**src/design/sgb_pkg.sv**
```systemverilog
package sgb_pkg;

	// ==================================================
	// Widths with a meaning
	// ==================================================
	typedef logic [24:0] io_addr_t;
	typedef logic [15:0] io_word_t;
	typedef logic [7:0] io_index_t;
	typedef logic signed [15:0] sample_t;
	typedef logic [7:0] ram_data_t;

	// Download index values, compared on the low six bits
	localparam logic [5:0] IDX_GB_CART = 6'd1;
	localparam logic [5:0] IDX_MSU_DATA = 6'd3;
	localparam logic [5:0] IDX_SNES_CART = 6'd4;
	localparam logic [5:0] IDX_SGB_BOOT = 6'd5;

	// ==================================================
	// Bundles
	// ==================================================
	// One beat of the host download stream
	typedef struct packed {
		logic wr;
		io_addr_t addr;
		io_word_t data;
	} io_write_t;

	// Level flags, one per download kind
	typedef struct packed {
		logic code;
		logic snes_cart;
		logic gb_cart;
		logic sgb_boot;
		logic msu_data;
	} load_kind_t;

	// Cheat record, flags in the top word
	typedef struct packed {
		logic [31:0] flags;
		logic [31:0] address;
		logic [31:0] compare;
		logic [31:0] replace;
	} cheat_code_t;

	typedef struct packed {
		sample_t left;
		sample_t right;
	} stereo_t;

	typedef enum logic [0:0] {CLR_IDLE, CLR_SWEEP} clear_state_t;

endpackage

```
**src/design/load_decode.sv**
```systemverilog
module load_decode (
	input logic clk_sys,
	input logic RESET,
	input logic io_download,
	input sgb_pkg::io_index_t io_index,
	output sgb_pkg::load_kind_t kind,
	output logic loading,
	output logic cart_start
);

	logic snes_prev;

	// Index decode, only while the host is sending
	always_comb begin
		kind.code = io_download & (&io_index);
		kind.snes_cart = io_download & (io_index[5:0] == sgb_pkg::IDX_SNES_CART);
		kind.gb_cart = io_download &
			((io_index[5:0] == sgb_pkg::IDX_GB_CART) | (io_index == '0));
		kind.sgb_boot = io_download & (io_index[5:0] == sgb_pkg::IDX_SGB_BOOT);
		kind.msu_data = io_download & (io_index[5:0] == sgb_pkg::IDX_MSU_DATA);
	end

	// Downloads that hold the console in reset
	assign loading = kind.snes_cart | kind.gb_cart | kind.sgb_boot;

	// Rising edge of the SNES cart flag
	always_ff @(posedge clk_sys) begin
		if (RESET) begin
			snes_prev <= 1'b0;
			cart_start <= 1'b0;
		end else begin
			snes_prev <= kind.snes_cart;
			cart_start <= kind.snes_cart & ~snes_prev;
		end
	end

	// Start pulse is a single cycle even for a long download
	a_cart_start_pulse: assert property (
		@(posedge clk_sys) disable iff (RESET)
		cart_start |=> !cart_start
	) else $error("cart_start held for two cycles");

endmodule

```
**src/design/cheat_code_assembler.sv**
```systemverilog
module cheat_code_assembler (
	input logic clk_sys,
	input logic RESET,
	input logic code_load,
	input sgb_pkg::io_write_t io_wr,
	output sgb_pkg::cheat_code_t cheat,
	output logic cheat_valid
);

	logic code_wr;

	assign code_wr = code_load & io_wr.wr;

	// ==================================================
	// Record assembly
	// ==================================================
	// Low word at the even offset, high word two bytes above
	always_ff @(posedge clk_sys) begin
		if (code_wr) begin
			case (io_wr.addr[3:0])
				4'd0: cheat.flags[15:0] <= io_wr.data;
				4'd2: cheat.flags[31:16] <= io_wr.data;
				4'd4: cheat.address[15:0] <= io_wr.data;
				4'd6: cheat.address[31:16] <= io_wr.data;
				4'd8: cheat.compare[15:0] <= io_wr.data;
				4'd10: cheat.compare[31:16] <= io_wr.data;
				4'd12: cheat.replace[15:0] <= io_wr.data;
				4'd14: cheat.replace[31:16] <= io_wr.data;
				default: ;
			endcase
		end
	end

	// Last word of the record clocks it out
	always_ff @(posedge clk_sys) begin
		if (RESET) begin
			cheat_valid <= 1'b0;
		end else begin
			cheat_valid <= code_wr & (io_wr.addr[3:0] == 4'd14);
		end
	end

	// Strobe is a single cycle per record
	a_cheat_valid_pulse: assert property (
		@(posedge clk_sys) disable iff (RESET)
		cheat_valid |=> !cheat_valid
	) else $error("cheat_valid high two cycles in a row");

endmodule

```
**src/design/ram_clear_engine.sv**
```systemverilog
module ram_clear_engine #(
	parameter int CLEAR_ADDR_W = 17
) (
	input logic clk_sys,
	input logic RESET,
	input logic cart_start,
	input logic loading,
	output logic [CLEAR_ADDR_W-1:0] fill_addr,
	output sgb_pkg::ram_data_t fill_data,
	output logic clearing,
	output logic emu_reset
);

	sgb_pkg::clear_state_t state;

	// ==================================================
	// Sweep FSM
	// ==================================================
	always_ff @(posedge clk_sys) begin
		if (RESET) begin
			state <= sgb_pkg::CLR_IDLE;
			fill_addr <= '0;
		end else begin
			case (state)
				sgb_pkg::CLR_IDLE: begin
					fill_addr <= '0;
					if (cart_start) begin
						state <= sgb_pkg::CLR_SWEEP;
					end
				end
				sgb_pkg::CLR_SWEEP: begin
					fill_addr <= fill_addr + 1'b1;
					// Top address written, back to idle
					if (&fill_addr) begin
						state <= sgb_pkg::CLR_IDLE;
					end
				end
				default: state <= sgb_pkg::CLR_IDLE;
			endcase
		end
	end

	assign clearing = (state == sgb_pkg::CLR_SWEEP);

	// Alternating 0x66/0x99 work RAM power-on pattern
	assign fill_data = (fill_addr[8] ^ fill_addr[2]) ? 8'h66 : 8'h99;

	// Console held in reset through loads and the sweep
	always_ff @(posedge clk_sys) begin
		emu_reset <= RESET | loading | clearing;
	end

	a_fill_addr_step: assert property (
		@(posedge clk_sys) disable iff (RESET)
		clearing && $past(clearing) |->
			fill_addr == CLEAR_ADDR_W'($past(fill_addr) + 1'b1)
	) else $error("fill_addr skipped during sweep");

endmodule

```
**src/design/audio_mixer.sv**
```systemverilog
module audio_mixer (
	input logic clk_sys,
	input logic RESET,
	input sgb_pkg::stereo_t snes_audio,
	input sgb_pkg::stereo_t gb_audio,
	input sgb_pkg::stereo_t msu_audio,
	input logic msu_enable,
	input logic audio_mute,
	output sgb_pkg::stereo_t audio_out
);

	// One channel of the mix
	function automatic sgb_pkg::sample_t mix_channel(
		input sgb_pkg::sample_t snes,
		input sgb_pkg::sample_t gb,
		input sgb_pkg::sample_t msu,
		input logic msu_en
	);
		logic [15:0] gb_wide;
		logic [16:0] base_sum;
		logic [16:0] msu_sum;
		// GB output is quieter, scale up by four and keep the sign
		gb_wide = {gb[15], gb[12:0], 2'b00};
		base_sum = {snes[15], snes} + {gb_wide[15], gb_wide};
		msu_sum = {base_sum[16], base_sum[16:1]} + {msu[15], msu};
		return msu_en ? msu_sum[16:1] : base_sum[16:1];
	endfunction

	// ==================================================
	// Output register
	// ==================================================
	always_ff @(posedge clk_sys) begin
		if (RESET) begin
			audio_out <= '0;
		end else if (audio_mute) begin
			audio_out <= '0;
		end else begin
			audio_out.left <= mix_channel(snes_audio.left, gb_audio.left,
				msu_audio.left, msu_enable);
			audio_out.right <= mix_channel(snes_audio.right, gb_audio.right,
				msu_audio.right, msu_enable);
		end
	end

	a_mute_silent: assert property (
		@(posedge clk_sys) disable iff (RESET)
		audio_mute |=> audio_out == '0
	) else $error("audio_out not silent after mute");

endmodule

```
**src/design/sgb_loader_top.sv**
```systemverilog
module sgb_loader_top #(
	parameter int CLEAR_ADDR_W = 17
) (
	input logic clk_sys,
	input logic RESET,

	// Host download stream
	input logic io_download,
	input sgb_pkg::io_index_t io_index,
	input sgb_pkg::io_write_t io_wr,

	// Audio sources
	input sgb_pkg::stereo_t snes_audio,
	input sgb_pkg::stereo_t gb_audio,
	input sgb_pkg::stereo_t msu_audio,
	input logic msu_enable,
	input logic audio_mute,

	output sgb_pkg::cheat_code_t cheat,
	output logic cheat_valid,
	output logic [CLEAR_ADDR_W-1:0] fill_addr,
	output sgb_pkg::ram_data_t fill_data,
	output logic clearing,
	output logic emu_reset,
	output sgb_pkg::stereo_t audio_out
);

	sgb_pkg::load_kind_t kind;
	logic loading;
	logic cart_start;

	load_decode load_decode_i (
		.clk_sys(clk_sys),
		.RESET(RESET),
		.io_download(io_download),
		.io_index(io_index),
		.kind(kind),
		.loading(loading),
		.cart_start(cart_start)
	);

	cheat_code_assembler cheat_code_assembler_i (
		.clk_sys(clk_sys),
		.RESET(RESET),
		.code_load(kind.code),
		.io_wr(io_wr),
		.cheat(cheat),
		.cheat_valid(cheat_valid)
	);

	ram_clear_engine #(.CLEAR_ADDR_W(CLEAR_ADDR_W)) ram_clear_engine_i (
		.clk_sys(clk_sys),
		.RESET(RESET),
		.cart_start(cart_start),
		.loading(loading),
		.fill_addr(fill_addr),
		.fill_data(fill_data),
		.clearing(clearing),
		.emu_reset(emu_reset)
	);

	audio_mixer audio_mixer_i (
		.clk_sys(clk_sys),
		.RESET(RESET),
		.snes_audio(snes_audio),
		.gb_audio(gb_audio),
		.msu_audio(msu_audio),
		.msu_enable(msu_enable),
		.audio_mute(audio_mute),
		.audio_out(audio_out)
	);

endmodule

```
**config.mk**
```make
export PLATFORM = sky130hd
export DESIGN_NAME = sgb_loader_top
export DESIGN_NICKNAME = d
export VERILOG_FILES = /design/src/design/sgb_pkg.sv /design/src/design/load_decode.sv /design/src/design/cheat_code_assembler.sv /design/src/design/ram_clear_engine.sv /design/src/design/audio_mixer.sv /design/src/design/sgb_loader_top.sv
export SDC_FILE = /design/constraint.sdc
export NUM_CORES = 1
export LEC_CHECK = 0
export ABC_AREA = 1
export BUFFER_PORTS_ARGS = -buffer_cell sky130_fd_sc_hd__buf_4
export CORE_ASPECT_RATIO = 1.1
export CORE_MARGIN = 2
export CORE_UTILIZATION = 55
export CTS_CLUSTER_SIZE = 12
export DETAILED_ROUTE_END_ITERATION = 16
export PLACE_DENSITY = 0.86
export SLEW_MARGIN = 20
export SYNTH_ARGS = -nofsm -noshare
export SYNTH_HDL_FRONTEND = slang
export SYNTH_HIERARCHICAL = 1
export SYNTH_SLANG_ARGS = --single-unit
```
**constraint.sdc**
```tcl
create_clock -name clk_sys -period 5.15 [get_ports clk_sys]
set_input_delay 0.2575 -clock clk_sys [delete_from_list [all_inputs] [get_ports clk_sys]]
set_output_delay 0.2575 -clock clk_sys [all_outputs]
set_load 0.1 [all_outputs]
```
==> results of run 1 <==
report_power, final:
group          switching, W  internal, W
registers        0.00000686      0.00159
logic              0.000724     0.000365
clock network      0.000636     0.000657
critical path, delay by kind of cell:
kind | cells | cell delay [ns]
buf+inv | 4 | 0.29
compound gates | 1 | 0.28
simple gates | 12 | 1.11
fa+ha+maj | 3 | 0.92
final cells by class:
type	count	area share, %
timing repair buffer	318	17.9
tap	243	2.28
clock inverter	15	1.25
multi-input combinational	816	31.9
sequential	182	36.9
inverter	233	6.56
antenna	1	0.0188
clock buffer	17	3.19
flip-flops by register name, summed over array words and instances (netlist names):
name and cells:
audio_mixer_i/audio_out 32, cheat_code_assembler_i/cheat 128, cheat_code_assembler_i/cheat_valid 1, load_decode_i/cart_start 1, load_decode_i/snes_prev 1, ram_clear_engine_i/clearing 1, ram_clear_engine_i/emu_reset 1, ram_clear_engine_i/fill_addr 17
stage by stage:
stage / total power [W] / utilization [%] / worst slack (ns)
after floorplan: 0.00242 / - / 0.669
after global placement: 0.00267 / 69.9 / 2.33
after detailed placement: 0.00270 / 69.9 / 2.30
after CTS: 0.00398 / 73.2 / 2.71
after global routing: 0.00418 / 73.2 / 2.49
final: 0.00397 / 73.2 / 2.65
routing by layer:
layer,global-route usage (%),vias to the layer above
li1,-,4551
met4,9.47,0
met5,0,-
met2,49.1,379
met3,5.87,42
met1,31.3,4153
worst max path at each step:
stage                                                          start                                     end  slack (ns)  cells after the start
after floorplan           ram_clear_engine_i/fill_addr[2]$_SDFF_PP0_                            fill_data[2]        0.67                      3
after global placement                                 snes_audio[2]  audio_mixer_i/audio_out[13]$_SDFF_PP0_        2.33                     19
after detailed placement                               snes_audio[2]  audio_mixer_i/audio_out[14]$_SDFF_PP0_        2.30                     20
after CTS                                              snes_audio[2]  audio_mixer_i/audio_out[14]$_SDFF_PP0_        2.71                     20
after global routing                                  snes_audio[20]  audio_mixer_i/audio_out[28]$_SDFF_PP0_        2.49                     21
final                                                  snes_audio[2]  audio_mixer_i/audio_out[14]$_SDFF_PP0_        2.65                     20
==> out/metrics.csv, run 1 <==
metric,value,unit
min_to,cheat_code_assembler_i/cheat[127]$_DFFE_PP_,
synthCells,1245,
die_y,146,µm
wl_per_cell,14.5,µm
synth.net_count,1466,
dp_cells,1792,
worst_r2r_path_depth,10,
first_pass_iters,5,
finClkSkew,0.0165,ns
whs,0.0599,ns
max_freq,400,MHz
grt_max_degree,35,
crit_path_top_delay_cell,fa_1,
critical_path_arrival,2.86,ns
synth_warnings,6,
netlist_area,0.0101,mm²
fillCellCount,1396,
cts_tree,built,
drt-initial-drc-count,613,
path_class,in2reg,
syn_avg_cell_area,8.13,µm²
drv_cap,0,
ir_drop,0.231,mV
ant_nets,0,
hold_class,in2reg,
slew_headroom,27.2,%
hp-start,io_wr[15],
status,finished clean,
num_rows,52,
port_buffers,311,
reg2reg_slack,3.50,ns
cts_buffers,17,
tightest_slew,1.09,ns
crit_fanout,5,
fin_nets,1789,
cts_hold_buf,0,
clk_latency,0.43,ns
power_density,298,mW/mm²
cts.reportedPaths.clkPinSlew,0.08,ns
met1_length,10400,µm
wl_met3,2140,µm
worstPathRequired,5.51,ns
min_period,2.50,ns
via_count,9125,
design.core.area,0.0182,mm²
dp_hpwl,20800,µm
fin_crit_sh,48.5,%
seq_area,0.00492,mm²
cts.sinks,182,
cts.repair.resized,0,
maxSlewViolCount,0,
track_usage,27.0,%
cp-start-kind,input port,
fp.dieW,133,µm
met2_length,13300,µm
worstHoldPathCells,1,
power_leakage,6.83,nW
mostFrequentLayoutCell,nand2_1,
final_cell_mix,"nand2_1 (402), buf_4 (318), inv_1 (216)",
r2r_end,ram_clear_engine_i/fill_addr[16]$_SDFF_PP0_,
initial_core_util,55.6,%
topRoutingLayerUsed,met4,
r2r-start,ram_clear_engine_i/fill_addr[0]$_SDFF_PP0_,
cts_max_level,4,
syn_to_final_growth,31.7,%
grt_pass1_wl,41700,µm
rsz0062_at_grt,no,
path_common_cell,nand2_1,
cpPeakStageDelay,0.39,ns
drive_gt1_share,25.7,%
hold_violations,0,
clock-root-buffer,clkbuf_16,
crit_chain,buf_4 -> ha_1 -> inv_1 -> fa_1 -> inv_1 -> nand3_1 -> nand3_1 -> nand2_1 -> nand4_1 -> nand2_1 -> ha_1 -> nand2_2 -> inv_1 -> nand2_1 -> nand2_1 -> a21oi_1 -> nand3_1 -> nand2_1 -> nor2_1 -> nor2_1,
place_congestion,0.907,
place_area,0.0127,mm²
grt_pass1_vias,8569,
final_cell_area,0.0133,mm²
tns,0,ns
wirelength,26500,µm
clk_path_buf_depth,2,
ioPinCount,339,
finalSetupViolations,0,
multiInputGateArea,0.00425,mm²
drc,0,
final-instance-count-excl-fill,1825,
post-cts-setup-buffer-count,0,
dieArea,0.0195,mm²
antenna_found_initial,1,
end_kind,register,
overflow,0,
via_per_inst,5.00,
Power figures use the tool's default switching activity.
==> inputs of run 2 (changes only) <==
--- a/config.mk
+++ b/config.mk
@@ -5,14 +5,14 @@
 export SDC_FILE = /design/constraint.sdc
 export NUM_CORES = 1
 export LEC_CHECK = 0
-export ABC_AREA = 1
+export ABC_AREA = 0
 export BUFFER_PORTS_ARGS = -buffer_cell sky130_fd_sc_hd__buf_4
 export CORE_ASPECT_RATIO = 1.1
 export CORE_MARGIN = 2
-export CORE_UTILIZATION = 55
+export CORE_UTILIZATION = 50
 export CTS_CLUSTER_SIZE = 12
 export DETAILED_ROUTE_END_ITERATION = 16
-export PLACE_DENSITY = 0.86
+export PLACE_DENSITY = 0.81
 export SLEW_MARGIN = 20
 export SYNTH_ARGS = -nofsm -noshare
 export SYNTH_HDL_FRONTEND = slang
==> constraint.sdc (replaced) <==
create_clock -name clk_sys -period 2.4 [get_ports clk_sys]
set_input_delay 0.12 -clock clk_sys [delete_from_list [all_inputs] [get_ports clk_sys]]
set_output_delay 0.12 -clock clk_sys [all_outputs]
set_load 0.1 [all_outputs]
==> out/metrics.csv, run 2 <==
metric,value,unit,change
r2r-start,ram_clear_engine_i/fill_addr[0]$_SDFF_PP0_,,
critical_path_arrival,3.09,ns,+0.23 ns
maxSlewViolCount,0,,unchanged
fin_nets,1462,,-18%
port_buffers,311,,unchanged
worstHoldPathCells,3,,+2
grt_pass1_vias,7980,,-6.9%
design.core.area,0.0176,mm²,-3.3%
netlist_area,0.00892,mm²,-12%
synth_warnings,6,,unchanged
cpPeakStageDelay,0.38,ns,about the same
dp_hpwl,20600,µm,-0.92%
place_area,0.0126,mm²,-0.88%
whs,0.0242,ns,-0.0357 ns
drv_cap,0,,unchanged
synthCells,752,,-40%
status,"finished, violations left",,
ant_nets,0,,unchanged
max_freq,360,MHz,
tns,-2.94,ns,-2.94 ns
rsz0062_at_grt,yes,,
tightest_slew,0.772,ns,-0.318 ns
reg2reg_slack,0.42,ns,-3.08 ns
worstPathRequired,2.71,ns,-2.80 ns
setup_ws,-0.377,ns,-3.03 ns
fp.dieW,131,µm,-1.5%
drc,0,,unchanged
worst_r2r_path_depth,8,,-2
ir_drop,0.535,mV,+130%
power_leakage,6.13,nW,-10%
path_class,in2reg,,
die_y,144,µm,-1.5%
initial_core_util,50.6,%,-4.9 points
num_rows,51,,-1.9%
cp_num_buf_inv,2,,-2
via_count,8152,,-11%
cts_max_level,4,,unchanged
crit_family,compound AO/OA/AOI/OAI gates,,
cts.sinks,182,,unchanged
final_cell_mix,"buf_4 (463), edfxtp_1 (128), ha_1 (53)",,
antenna_found_initial,2,,+1
wirelength,30600,µm,+15%
overflow,0,,unchanged
crit_path_top_delay_cell,fa_2,,
fin_crit_sh,116,%,
place_worst_setup_slack,-0.806,ns,-3.10 ns
dieArea,0.0189,mm²,-3.0%
place_congestion,0.955,,+5.3%
finClkSkew,0.00369,ns,-0.0128 ns
fillCellCount,1098,,-21%
syn_avg_cell_area,11.9,µm²,+46%
crit_fanout,4,,-1
first_pass_iters,4,,-1
slew_headroom,48.4,%,+21 points
largest_reg_flops,128,,unchanged
failed_checks,setup timing,,
ioPinCount,339,,unchanged
syn_to_final_growth,59.0,%,
finalSetupViolations,13,,+13
hold_violations,0,,unchanged
clk_latency,0.43,ns,about the same
clock-root-buffer,clkbuf_16,,
min_to,load_decode_i/cart_start$_SDFF_PP0_,,
hold_class,in2reg,,
synth.net_count,973,,-34%
track_usage,30.3,%,+3.3 points
drive_gt1_share,49.4,%,+24 points
end_kind,register,,
drt-initial-drc-count,504,,-18%
min_period,2.78,ns,
path_common_cell,a21oi_2,,
cp-start-kind,input port,,
cts.reportedPaths.clkPinSlew,0.07,ns,about the same
cts_buffers,17,,unchanged
grt_pass1_wl,43600,µm,+4.7%
clk_path_buf_depth,2,,unchanged
via_per_inst,5.46,,+9.2%
wl_per_cell,20.5,µm,+41%
r2r_end,ram_clear_engine_i/clearing$_SDFF_PP0_,,
power_density,690,mW/mm²,+130%
mostFrequentLayoutCell,buf_4,,
grt_max_degree,34,,-2.9%
final_cell_area,0.0142,mm²,+6.4%
crit_chain,buf_6 -> ha_4 -> inv_2 -> fa_2 -> nand2b_4 -> a21oi_4 -> nor4_2 -> a21oi_2 -> xor2_1 -> ha_1 -> a21o_1 -> a221oi_2 -> o21ai_2 -> a21oi_2 -> o22a_2 -> a41oi_2 -> a2111oi_4,,
power,0.00979,W,+150%
cts_tree,built,,
hp-start,io_index[3],,
-- run 2: how the worst max path moves through the flow --
stage | cells past startpoint | slack (ns) | endpoint | from
global placement | 15 | -0.72 | audio_mixer_i/audio_out[12]$_SDFF_PP0_ | snes_audio[3]
global route | 16 | -0.54 | audio_mixer_i/audio_out[31]$_SDFF_PP0_ | snes_audio[18]
floorplan | 17 | -0.61 | audio_mixer_i/audio_out[31]$_SDFF_PP0_ | snes_audio[18]
finish | 17 | -0.38 | audio_mixer_i/audio_out[31]$_SDFF_PP0_ | snes_audio[18]
CTS | 17 | -0.25 | audio_mixer_i/audio_out[31]$_SDFF_PP0_ | snes_audio[18]
detailed placement | 15 | -0.81 | audio_mixer_i/audio_out[12]$_SDFF_PP0_ | snes_audio[3]
-- run 2: metal layers --
metal | vias up | wire length, µm | global-route usage (%)
met5 | - | 13 | 0
met4 | 2 | 1260 | 13.3
met3 | 74 | 2280 | 9.43
met2 | 393 | 16500 | 58.5
met1 | 3912 | 10500 | 30.2
li1 | 3771 | - | -
-- run 2: final cells by class --
| type | instances | area, µm² | share of cell area, % |
|---|---|---|---|
| sequential | 182 | 4930 | 34.8 |
| multi-input combinational | 517 | 4410 | 31.1 |
| timing repair buffer | 494 | 3800 | 26.8 |
| clock buffer | 17 | 425 | 3.00 |
| tap | 238 | 298 | 2.10 |
| clock inverter | 15 | 203 | 1.43 |
| inverter | 29 | 113 | 0.794 |
| antenna | 1 | 2.50 | 0.0176 |
-- run 2: worst reg2reg max path: cells and delay by family (launching register included) --
family / cells / cell delay, ns
AND/OR/NAND/NOR: 4 / 0.89
flip-flops: 1 / 0.41
adder cells (fa/ha/maj): 2 / 0.40
multiplexers: 1 / 0.14
buffers and inverters: 1 / 0.04
-- run 2: where the power goes --
group	switching [W]	internal [W]	total (W)
clock network	0.00142	0.00152	0.00294
logic	0.00182	0.00160	0.00342
registers	0.0000223	0.00341	0.00343
-- run 2: what timing repair did --
item,in CTS,in global routing
pin swaps,32,40
setup endpoints to repair,15,17
hold buffers,20,0
gates resized for setup,28,71
hold endpoints to repair,135,0
buffers inserted,10,16
-- run 2: stage by stage --
step | std cells | util (%)
finish | 1493 | 80.5
CTS | 1476 | 77.7
floorplan | 752 | -
global placement | 1415 | 71.7
global route | 1493 | 80.5
detailed placement | 1415 | 71.7
